`src/i2c_bus_pkg.sv`:
```
package i2c_bus_pkg;

	// Clocks per SCL half period; a full bit is two of these
	localparam int half_bit_cycles = 8;

	// Flops in front of the edge detectors on SCL and SDA
	localparam int sync_stages = 2;

	// Wide enough for the start state, which spans two half periods
	localparam int phase_cnt_w = $clog2(2 * half_bit_cycles);

	// Each bit set means pull that line low
	typedef struct packed {
		logic scl_pd;
		logic sda_pd;
	} i2c_pad_t;

	typedef struct packed {
		logic [7:0] data;
		logic       last;
	} tx_byte_t;

	typedef struct packed {
		logic [7:0] data;
		logic       first;
	} rx_byte_t;

	typedef enum logic [3:0] {
		tx_idle,
		tx_start,
		tx_bit_low,
		tx_bit_high,
		tx_ack_low,
		tx_ack_high,
		tx_hold,
		tx_stop_low,
		tx_stop_mid,
		tx_stop_high
	} tx_state_e;

	typedef enum logic [1:0] {
		mon_idle,
		mon_data,
		mon_ack
	} rx_state_e;

endpackage

```
`src/host_reg_pkg.sv`:
```
package host_reg_pkg;

	// Depth of both the transmit and the receive byte queue
	localparam int fifo_depth = 4;

	localparam logic [1:0] axi_okay = 2'b00;

	// Status word bit positions
	localparam int status_busy = 0;
	localparam int status_last_nack = 1;
	localparam int status_tx_full = 2;
	localparam int status_rx_empty = 3;
	localparam int status_rx_overflow = 4;

	// Flag bits in the data registers
	localparam int tx_last_bit = 8;
	localparam int rx_first_bit = 8;
	localparam int rx_valid_bit = 9;

	typedef struct packed {
		logic        awvalid;
		logic [3:0]  awaddr;
		logic        wvalid;
		logic [31:0] wdata;
		logic        bready;
		logic        arvalid;
		logic [3:0]  araddr;
		logic        rready;
	} axil_req_t;

	typedef struct packed {
		logic        awready;
		logic        wready;
		logic        bvalid;
		logic [1:0]  bresp;
		logic        arready;
		logic        rvalid;
		logic [31:0] rdata;
		logic [1:0]  rresp;
	} axil_rsp_t;

	typedef enum logic [3:0] {
		reg_tx_data   = 4'h0,
		reg_rx_data   = 4'h4,
		reg_status    = 4'h8,
		reg_match_row = 4'hC
	} reg_offset_e;

endpackage

```
`src/byte_fifo.sv`:
```
module byte_fifo #(
	parameter int depth = 4,
	parameter int width = 9
) (
	input  logic             clk,
	input  logic             reset,
	input  logic             push,
	input  logic [width-1:0] push_data,
	input  logic             pop,
	output logic [width-1:0] head,
	output logic             valid,
	output logic             full
);
	logic [width-1:0]               mem [depth];
	logic [$clog2(depth)-1:0]       wr_ptr;
	logic [$clog2(depth)-1:0]       rd_ptr;
	logic [$clog2(depth + 1)-1:0]   count;
	logic                           do_push;
	logic                           do_pop;

	assign valid = (count != '0);
	assign full = (int'(count) == depth);
	assign head = mem[rd_ptr];

	// Guard both sides so a stray request never corrupts the count
	assign do_push = push && !full;
	assign do_pop = pop && valid;

	always_ff @(posedge clk) begin
		if (do_push)
			mem[wr_ptr] <= push_data;
	end

	always_ff @(posedge clk) begin
		if (reset) begin
			wr_ptr <= '0;
			rd_ptr <= '0;
			count <= '0;
		end else begin
			if (do_push)
				wr_ptr <= (int'(wr_ptr) == depth - 1) ? '0 : wr_ptr + 1'b1;
			if (do_pop)
				rd_ptr <= (int'(rd_ptr) == depth - 1) ? '0 : rd_ptr + 1'b1;
			if (do_push && !do_pop)
				count <= count + 1'b1;
			else if (do_pop && !do_push)
				count <= count - 1'b1;
		end
	end

endmodule

```
`src/axil_host_regs.sv`:
```
module axil_host_regs (
	input  logic                    clk,
	input  logic                    reset,
	input  host_reg_pkg::axil_req_t req,
	output host_reg_pkg::axil_rsp_t rsp,
	input  logic                    tx_full,
	output logic                    tx_push,
	output i2c_bus_pkg::tx_byte_t   tx_data,
	input  i2c_bus_pkg::rx_byte_t   rx_head,
	input  logic                    rx_valid,
	output logic                    rx_pop,
	output logic                    match_we,
	output logic [3:0]              match_row,
	output logic [7:0]              match_bits,
	input  logic                    busy,
	input  logic                    last_nack,
	input  logic                    rx_overflow_pulse
);
	import host_reg_pkg::*;

	reg_offset_e wr_offset;
	reg_offset_e rd_offset;
	logic        tx_stall;
	logic        wr_accept;
	logic        rd_accept;
	logic        bvalid_q;
	logic        rvalid_q;
	logic [31:0] rdata_q;
	logic        overflow_sticky;
	logic [31:0] status_word;
	logic [31:0] rx_word;

	assign wr_offset = reg_offset_e'(req.awaddr);
	assign rd_offset = reg_offset_e'(req.araddr);

	// A byte write waits while the transmit queue has no room
	assign tx_stall = (wr_offset == reg_tx_data) && tx_full;
	assign wr_accept = req.awvalid && req.wvalid && !bvalid_q && !tx_stall;
	assign rd_accept = req.arvalid && !rvalid_q;

	assign tx_push = wr_accept && (wr_offset == reg_tx_data);
	assign tx_data = '{data: req.wdata[7:0], last: req.wdata[tx_last_bit]};

	// Match row layout is the row in bits 3:0 and the allow mask in bits 15:8
	assign match_we = wr_accept && (wr_offset == reg_match_row);
	assign match_row = req.wdata[3:0];
	assign match_bits = req.wdata[15:8];

	assign rx_pop = rd_accept && (rd_offset == reg_rx_data) && rx_valid;

	always_comb begin
		status_word = '0;
		status_word[status_busy] = busy;
		status_word[status_last_nack] = last_nack;
		status_word[status_tx_full] = tx_full;
		status_word[status_rx_empty] = !rx_valid;
		status_word[status_rx_overflow] = overflow_sticky;
	end

	always_comb begin
		rx_word = '0;
		if (rx_valid) begin
			rx_word[7:0] = rx_head.data;
			rx_word[rx_first_bit] = rx_head.first;
			rx_word[rx_valid_bit] = 1'b1;
		end
	end

	assign rsp = '{
		awready: wr_accept,
		wready:  wr_accept,
		bvalid:  bvalid_q,
		bresp:   axi_okay,
		arready: rd_accept,
		rvalid:  rvalid_q,
		rdata:   rdata_q,
		rresp:   axi_okay
	};

	always_ff @(posedge clk) begin
		if (reset) begin
			bvalid_q <= 1'b0;
			rvalid_q <= 1'b0;
			overflow_sticky <= 1'b0;
		end else begin
			if (wr_accept)
				bvalid_q <= 1'b1;
			else if (req.bready)
				bvalid_q <= 1'b0;

			if (rd_accept)
				rvalid_q <= 1'b1;
			else if (req.rready)
				rvalid_q <= 1'b0;

			// A new drop in the same cycle as the status read keeps the bit set
			if (rx_overflow_pulse)
				overflow_sticky <= 1'b1;
			else if (rd_accept && rd_offset == reg_status)
				overflow_sticky <= 1'b0;
		end
	end

	always_ff @(posedge clk) begin
		if (rd_accept) begin
			case (rd_offset)
				reg_rx_data: rdata_q <= rx_word;
				reg_status:  rdata_q <= status_word;
				default:     rdata_q <= '0;
			endcase
		end
	end

endmodule

```
`src/i2c_master_tx.sv`:
```
module i2c_master_tx (
	input  logic                  clk,
	input  logic                  reset,
	input  i2c_bus_pkg::tx_byte_t byte_in,
	input  logic                  byte_valid,
	input  logic                  sda_in,
	output logic                  byte_pop,
	output i2c_bus_pkg::i2c_pad_t pad,
	output logic                  busy,
	output logic                  last_nack
);
	import i2c_bus_pkg::*;

	tx_state_e              state;
	logic [phase_cnt_w-1:0] cnt;
	logic [2:0]             bit_idx;
	logic                   flush;
	logic                   phase_end;
	logic                   ack_sample;
	logic                   late_low;
	logic                   scl_low;
	logic                   sda_low;
	logic                   sda_update;

	// Start is the only state that spans two half periods
	assign phase_end = (state == tx_start) ?
		(int'(cnt) == 2 * half_bit_cycles - 1) : (int'(cnt) == half_bit_cycles - 1);

	// SDA moves a quarter bit after SCL has gone low
	assign late_low = (int'(cnt) >= half_bit_cycles / 2);

	assign ack_sample = (state == tx_ack_high) && phase_end;
	assign byte_pop = ack_sample || (state == tx_idle && flush && byte_valid);
	assign busy = (state != tx_idle) || flush;

	always_comb begin
		scl_low = 1'b0;
		sda_low = 1'b0;
		sda_update = 1'b1;
		case (state)
			tx_start: sda_low = (int'(cnt) >= half_bit_cycles);
			tx_bit_low: begin
				scl_low = 1'b1;
				sda_low = byte_valid && !byte_in.data[bit_idx];
				sda_update = late_low;
			end
			tx_bit_high: sda_low = !byte_in.data[bit_idx];
			tx_ack_low: begin
				scl_low = 1'b1;
				sda_update = late_low;
			end
			tx_hold: scl_low = 1'b1;
			tx_stop_low: begin
				scl_low = 1'b1;
				sda_low = 1'b1;
				sda_update = late_low;
			end
			tx_stop_mid: sda_low = 1'b1;
			default: ;
		endcase
	end

	always_ff @(posedge clk) begin
		if (reset) begin
			state <= tx_idle;
			cnt <= '0;
			bit_idx <= 3'd7;
			flush <= 1'b0;
			last_nack <= 1'b0;
			pad <= '0;
		end else begin
			pad.scl_pd <= scl_low;
			if (sda_update)
				pad.sda_pd <= sda_low;
			if (cnt != '1)
				cnt <= cnt + 1'b1;

			case (state)
				tx_idle: begin
					cnt <= '0;
					// After a nack the rest of that transaction is dropped
					if (flush) begin
						if (byte_valid && byte_in.last)
							flush <= 1'b0;
					end else if (byte_valid) begin
						state <= tx_start;
					end
				end
				tx_start: if (phase_end) begin
					state <= tx_bit_low;
					cnt <= '0;
					bit_idx <= 3'd7;
				end
				tx_bit_low: begin
					// Next byte not queued yet, so stretch the low phase
					if (!byte_valid) begin
						state <= tx_hold;
						cnt <= '0;
					end else if (phase_end) begin
						state <= tx_bit_high;
						cnt <= '0;
					end
				end
				tx_bit_high: if (phase_end) begin
					cnt <= '0;
					bit_idx <= bit_idx - 1'b1;
					state <= (bit_idx == 3'd0) ? tx_ack_low : tx_bit_low;
				end
				tx_ack_low: if (phase_end) begin
					state <= tx_ack_high;
					cnt <= '0;
				end
				tx_ack_high: if (phase_end) begin
					cnt <= '0;
					last_nack <= sda_in;
					if (sda_in) begin
						flush <= !byte_in.last;
						state <= tx_stop_low;
					end else if (byte_in.last) begin
						state <= tx_stop_low;
					end else begin
						state <= tx_bit_low;
					end
				end
				tx_hold: if (byte_valid) begin
					state <= tx_bit_low;
					cnt <= '0;
				end
				tx_stop_low: if (phase_end) begin
					state <= tx_stop_mid;
					cnt <= '0;
				end
				tx_stop_mid: if (phase_end) begin
					state <= tx_stop_high;
					cnt <= '0;
				end
				tx_stop_high: if (phase_end) begin
					state <= tx_idle;
					cnt <= '0;
				end
				default: state <= tx_idle;
			endcase
		end
	end

endmodule

```
`src/i2c_bus_monitor.sv`:
```
module i2c_bus_monitor (
	input  logic                  clk,
	input  logic                  reset,
	input  logic                  scl_in,
	input  logic                  sda_in,
	input  logic                  match_we,
	input  logic [3:0]            match_row,
	input  logic [7:0]            match_bits,
	input  logic                  rx_full,
	output logic                  sda_pd,
	output logic                  rx_push,
	output i2c_bus_pkg::rx_byte_t rx_data,
	output logic                  overflow_pulse
);
	import i2c_bus_pkg::*;

	logic [sync_stages-1:0] scl_sync;
	logic [sync_stages-1:0] sda_sync;
	logic                   scl_s;
	logic                   sda_s;
	logic                   scl_q;
	logic                   sda_q;
	logic                   start_det;
	logic                   stop_det;
	logic                   scl_rise;
	logic                   scl_fall;
	logic [7:0]             match_table [16];
	rx_state_e              state;
	logic [3:0]             bit_cnt;
	logic [7:0]             shift;
	logic [7:0]             next_byte;
	logic                   first_byte;
	logic                   matched;
	logic                   hit;

	assign scl_s = scl_sync[sync_stages-1];
	assign sda_s = sda_sync[sync_stages-1];

	// SDA may only move with SCL high at a start or a stop
	assign start_det = scl_s && scl_q && sda_q && !sda_s;
	assign stop_det = scl_s && scl_q && !sda_q && sda_s;
	assign scl_rise = scl_s && !scl_q;
	assign scl_fall = !scl_s && scl_q;

	assign next_byte = {shift[6:0], sda_s};

	// Address bits 6:3 pick the row and bits 2:0 the column; bit 0 of the byte is R/W
	assign hit = first_byte ? match_table[next_byte[7:4]][next_byte[3:1]] : matched;

	always_ff @(posedge clk) begin
		scl_sync <= {scl_sync[sync_stages-2:0], scl_in};
		sda_sync <= {sda_sync[sync_stages-2:0], sda_in};
		scl_q <= scl_s;
		sda_q <= sda_s;
	end

	always_ff @(posedge clk) begin
		if (reset) begin
			for (int i = 0; i < 16; i++)
				match_table[i] <= '0;
		end else if (match_we) begin
			match_table[match_row] <= match_bits;
		end
	end

	always_ff @(posedge clk) begin
		if (state == mon_data && scl_rise && bit_cnt == 4'd7)
			rx_data <= '{data: next_byte, first: first_byte};
	end

	always_ff @(posedge clk) begin
		if (reset) begin
			state <= mon_idle;
			bit_cnt <= '0;
			shift <= '0;
			first_byte <= 1'b0;
			matched <= 1'b0;
			sda_pd <= 1'b0;
			rx_push <= 1'b0;
			overflow_pulse <= 1'b0;
		end else begin
			rx_push <= 1'b0;
			overflow_pulse <= 1'b0;
			if (start_det) begin
				state <= mon_data;
				bit_cnt <= '0;
				first_byte <= 1'b1;
				matched <= 1'b0;
				sda_pd <= 1'b0;
			end else if (stop_det) begin
				state <= mon_idle;
				sda_pd <= 1'b0;
			end else begin
				case (state)
					mon_data: if (scl_rise) begin
						shift <= next_byte;
						bit_cnt <= bit_cnt + 1'b1;
						if (bit_cnt == 4'd7) begin
							state <= mon_ack;
							matched <= hit;
							if (hit) begin
								rx_push <= !rx_full;
								overflow_pulse <= rx_full;
							end
						end
					end
					mon_ack: if (scl_fall) begin
						// First fall opens the ack slot, the second one closes it
						if (bit_cnt == 4'd8) begin
							sda_pd <= matched;
							bit_cnt <= 4'd9;
						end else begin
							sda_pd <= 1'b0;
							bit_cnt <= '0;
							first_byte <= 1'b0;
							state <= mon_data;
						end
					end
					default: ;
				endcase
			end
		end
	end

endmodule

```
`src/i2c_bridge_top.sv`:
```
module i2c_bridge_top (
	input  logic                    clk,
	input  logic                    reset,
	input  host_reg_pkg::axil_req_t host_req,
	output host_reg_pkg::axil_rsp_t host_rsp,
	input  logic                    scl_in,
	input  logic                    sda_in,
	output logic                    scl_pd,
	output logic                    scl_tri,
	output logic                    sda_pd,
	output logic                    sda_tri
);
	import host_reg_pkg::*;
	import i2c_bus_pkg::*;

	tx_byte_t   tx_data;
	tx_byte_t   tx_head;
	rx_byte_t   rx_data;
	rx_byte_t   rx_head;
	i2c_pad_t   eng_pad;
	logic       tx_push;
	logic       tx_pop;
	logic       tx_valid;
	logic       tx_full;
	logic       rx_push;
	logic       rx_pop;
	logic       rx_valid;
	logic       rx_full;
	logic       match_we;
	logic [3:0] match_row;
	logic [7:0] match_bits;
	logic       busy;
	logic       last_nack;
	logic       overflow_pulse;
	logic       mon_sda_pd;

	axil_host_regs regs (
		.clk(clk), .reset(reset), .req(host_req), .rsp(host_rsp),
		.tx_full(tx_full), .tx_push(tx_push), .tx_data(tx_data),
		.rx_head(rx_head), .rx_valid(rx_valid), .rx_pop(rx_pop),
		.match_we(match_we), .match_row(match_row), .match_bits(match_bits),
		.busy(busy), .last_nack(last_nack), .rx_overflow_pulse(overflow_pulse)
	);

	byte_fifo #(.depth(fifo_depth), .width($bits(tx_byte_t))) tx_fifo (
		.clk(clk), .reset(reset), .push(tx_push), .push_data(tx_data),
		.pop(tx_pop), .head(tx_head), .valid(tx_valid), .full(tx_full)
	);

	i2c_master_tx engine (
		.clk(clk), .reset(reset), .byte_in(tx_head), .byte_valid(tx_valid),
		.sda_in(sda_in), .byte_pop(tx_pop), .pad(eng_pad),
		.busy(busy), .last_nack(last_nack)
	);

	i2c_bus_monitor monitor (
		.clk(clk), .reset(reset), .scl_in(scl_in), .sda_in(sda_in),
		.match_we(match_we), .match_row(match_row), .match_bits(match_bits),
		.rx_full(rx_full), .sda_pd(mon_sda_pd), .rx_push(rx_push),
		.rx_data(rx_data), .overflow_pulse(overflow_pulse)
	);

	byte_fifo #(.depth(fifo_depth), .width($bits(rx_byte_t))) rx_fifo (
		.clk(clk), .reset(reset), .push(rx_push), .push_data(rx_data),
		.pop(rx_pop), .head(rx_head), .valid(rx_valid), .full(rx_full)
	);

	// Open drain pads: the driver is enabled only while pulling low
	assign scl_pd = eng_pad.scl_pd;
	assign sda_pd = eng_pad.sda_pd | mon_sda_pd;
	assign scl_tri = !scl_pd;
	assign sda_tri = !sda_pd;

endmodule

```
`config.mk`:
```
export PLATFORM = sky130hd
export DESIGN_NAME = i2c_bridge_top
export DESIGN_NICKNAME = d
export VERILOG_FILES = /design/src/i2c_bus_pkg.sv /design/src/host_reg_pkg.sv /design/src/byte_fifo.sv /design/src/axil_host_regs.sv /design/src/i2c_master_tx.sv /design/src/i2c_bus_monitor.sv /design/src/i2c_bridge_top.sv
export SDC_FILE = /design/constraint.sdc
export NUM_CORES = 1
export LEC_CHECK = 0
export BUFFER_PORTS_ARGS = -buffer_cell sky130_fd_sc_hd__buf_4
export CAP_MARGIN = 10
export CORE_MARGIN = 3
export CORE_UTILIZATION = 40
export DETAILED_ROUTE_END_ITERATION = 6
export HOLD_SLACK_MARGIN = 0.08
export MAX_ROUTING_LAYER = met4
export SETUP_SLACK_MARGIN = 0.15
export SLEW_MARGIN = 25
export SYNTH_ARGS = -nofsm -noshare
export SYNTH_HDL_FRONTEND = slang
export SYNTH_SLANG_ARGS = --single-unit
```
`constraint.sdc`:
```
create_clock -name clk -period 2.65 [get_ports clk]
set_input_delay 0.3975 -clock clk [delete_from_list [all_inputs] [get_ports clk]]
set_output_delay 0.3975 -clock clk [all_outputs]
set_load 0.03 [all_outputs]
```
==> reports/results.tsv <==
stage	metric	value	unit
die	core area	0.0311	mm²
global_routing	vias in the first global route	7458	
finish	commonest non-fill, non-tap cells in the layout	219 x edfxtp_1, 136 x and2_1, 98 x buf_4, 66 x nor2_1, 60 x dfxtp_1	
sta	Final min period	2.45	ns
sta	clock skew	0.0267	ns
power	clock share of power	39.4	%
synthesis	Post-synth top flop	edfxtp_1	
place	Final HPWL DP	18200	µm
place	pre-CTS setup slack	0.0965	ns
power	Worst VDD drop	0.000532	V
cts	TritonCTS clock tree	done	
global_routing	largest net degree at the start of global routing	55	
synthesis	Synth area leaders	edfxtp_1 51%, dfxtp_1 10%, and2_1 6.6%	
sta	Setup TNS	0	ns
detailed_routing	Post-Route WL	26900	µm
critical_path	CP Max Fanout	2	
synthesis	post-synthesis sequential area ratio	61.3	%
detailed_routing	Detailed Route Iter0 Violations	554	
place	input/output buffers	51	
synthesis	Yosys reg bits	283	
sta	RSZ-0062 raised after global routing	yes	
detailed_routing	vias per inst	5.11	
global_routing	initial antenna violation count	0	
synthesis	Yosys top cell by area	edfxtp_1	
sta	Max Clk Rate	0.409	GHz
die	die height	185	µm
power	Reg power frac	50.2	%
sta	Setup violations, final	0	
critical_path	Worst setup EP type	register	
power	PD cells	668	mW/mm²
sta	max-slew violation count	0	
critical_path	Reg-to-Reg Start	engine.state[2]	
sta	fin crit share	92.3	%
global_routing	Remaining Overflow, GRT	0	
detailed_routing	vias	7485	
power	Comb pwr share	10.4	%
critical_path	CP startpoint	engine.state[2]	
place	GPL Wtd Cong	0.842	
synthesis	Syn Inst Count	956	
die	num rows	64	
run_status	status	complete, no violations	
critical_path	startpoint types	register	
cts	H-tree depth	1	
cts	Root Buffer Master	clkbuf_16	
place	placed cells	1400	
finish	# nets final	1116	
worst_hold_path	Hold Path Class	in2reg	
synthesis	Post-synth ARST share	0	%
detailed_routing	post-DR wirelength/cell	18.4	µm
global_routing	first-pass GRT wire length	42000	µm
flow_run	MaxCap Viol Count	0	
detailed_routing	remaining antenna violation count	0	
synthesis	Netlist cell types	64	
die	initial core utilization	41.2	%
detailed_routing	drt pass-1 iters	4	
sta	Hold Slack	0.113	ns
worst_hold_path	min-delay src	host_req[8]	
finish	Layout fillers	2722	
sta	worst slew pin tran	0.641	ns
critical_path	critical path required time	3.11	ns
power	static leakage	5.44	nW
critical_path	Arr. time, crit path	2.91	ns
cts	Num CTS Buffers	29	
die	DIE AREA	0.0342	mm²
sta	setup slack after layout	0.204	ns
critical_path	critical path class	reg2reg	
power	Int Pwr	7.45	mW
finish	antenna diode count	0	
sta	Final Hold Fails	0	
cts	Clock transition at path regs	0.07	ns
finish	layout cell share with drive strength beyond 1	20.7	%
synthesis	Post-synth EDFFs	219	
die	IO Pins	94	
cts	Max clock buf depth	3	
cts	Clock Latency Late Sink	0.56	ns
finish	fin util	47.5	%
finish	Area Overhead vs Synth	15.3	%
cts	clk sinks	283	
synthesis	mapped cell area	0.0128	mm²
synthesis	Syn. warnings	0	
power	switch share	24.5	%
detailed_routing	DRC	0	
finish	commonest non-fill, non-tap cell in the layout	edfxtp_1	
synthesis	post-synth top area share	51.3	%
die	overall die width	185	µm
finish	Finished Layout Cells	1464	
sta	Max-Slew Margin vs Limit	57.3	%
synthesis	post-synthesis area per instance	13.4	µm²
global_routing	GRT Overall Usage	16.3	%
power	NetSw	2.42	mW
## through the flow
| stage | total power [mW] | instance area [µm²] |
|---|---|---|
| floorplan | 5.75 | 12900 |
| global placement | 6.03 | 13700 |
| detailed placement | 6.04 | 13700 |
| CTS | 9.94 | 14700 |
| global route | 10.3 | 14800 |
| finish | 9.87 | 14800 |
## power groups by stage
stage | Combinational (mW) | Clock, mW | Sequential, mW
floorplan | 0.704 | 0 | 5.05
global placement | 0.995 | 0 | 5.04
detailed placement | 0.999 | 0 | 5.04
CTS | 1.02 | 3.97 | 4.95
global route | 1.14 | 4.16 | 4.97
finish | 1.03 | 3.89 | 4.95
## cell families (layout without fill, tap and decap cells)
| logic type | count (synthesis) | after routing | share of synthesized area (%) |
|---|---|---|---|
| simple gates | 355 | 355 | 15.4 |
| flops | 283 | 283 | 61.3 |
| buf+inv | 99 | 186 | 4.26 |
| compound gates | 96 | 96 | 4.95 |
| mux | 90 | 90 | 11.1 |
| fa+ha+maj | 22 | 22 | 2.27 |
| xor+xnor | 10 | 10 | 0.683 |
| other cells | 1 | 26 | 0.0293 |
## what timing repair did
action                                  4_1_cts  5_1_grt
hold buffers                                  7        0
endpoints found under the hold margin        19        0
buffers inserted                              0        3
pin swaps                                     0        8
gates resized for setup                       3       13
endpoints found under the setup margin        3        4
## worst max-delay path: stages, from the launching register on
cell and delay, ns:
dfxtp_2 0.33, nor4b_4 0.37, xnor2_2 0.13, nand4_1 0.14, a21oi_2 0.08, inv_1 0.07
ha_2 0.21, inv_2 0.04, fa_2 0.34, xor2_2 0.15, or3_1 0.36, a21oi_1 0.12
## final timing paths
check,end,slack (ns),depth (start not counted)
worst max-delay path,tx_fifo.count[2],0.20,11
worst min-delay path,tx_fifo.mem[1][2],0.11,1
worst max register to register,tx_fifo.count[2],0.20,11
worst min register to register,monitor.sda_sync[1],0.33,0
## area by class of cell
type | count | area (µm²) | share of cell area, %
timing repair buffer | 108 | 857 | 5.80
tap | 396 | 495 | 3.35
inverter | 24 | 90.1 | 0.610
clock buffer | 39 | 783 | 5.30
multi-input combinational | 599 | 4560 | 30.9
sequential | 283 | 7870 | 53.2
clock inverter | 15 | 120 | 0.813
## cells in the mapped netlist, drive strengths merged (6+ instances only)
cell and number:
nand2b 11, nor2 66, mux2i 46, or3 7
nor2b 10, edfxtp 219, inv 24, nand3 17
a31oi 6, mux4 39, o21ai 21, a22oi 10
and2 136, nor3 16, nand3b 8, or2 18
a21oi 25, dfxtp 64, nand2 38, and3 8
clkbuf 28, buf 47, ha 20, xnor2 6
## flip-flops by register name, summed over array words and instances (netlist names), 2 cells and up, named ones only
signal and flops:
engine.bit_idx 3, engine.cnt 4, engine.pad 2, engine.state 4, monitor.bit_cnt 4, monitor.match_table 128, monitor.rx_data 9, monitor.scl_sync 2
monitor.sda_sync 2, monitor.shift 7, monitor.state 2, regs.rdata_q 10, rx_fifo.count 3, rx_fifo.mem 36, rx_fifo.rd_ptr 2, rx_fifo.wr_ptr 2
tx_fifo.count 3, tx_fifo.mem 36, tx_fifo.rd_ptr 2, tx_fifo.wr_ptr 2
## per-layer routing
layer  track usage (%)  vias up  share of wire (%)
li1                  -     3618                  -
met1              22.2     3675                 46
met2              26.0      141                 48
met5                 -        -                  0
met3              2.08       51                3.6
met4              4.59        0                2.6
No activity file was read; power rests on OpenSTA's default activity.
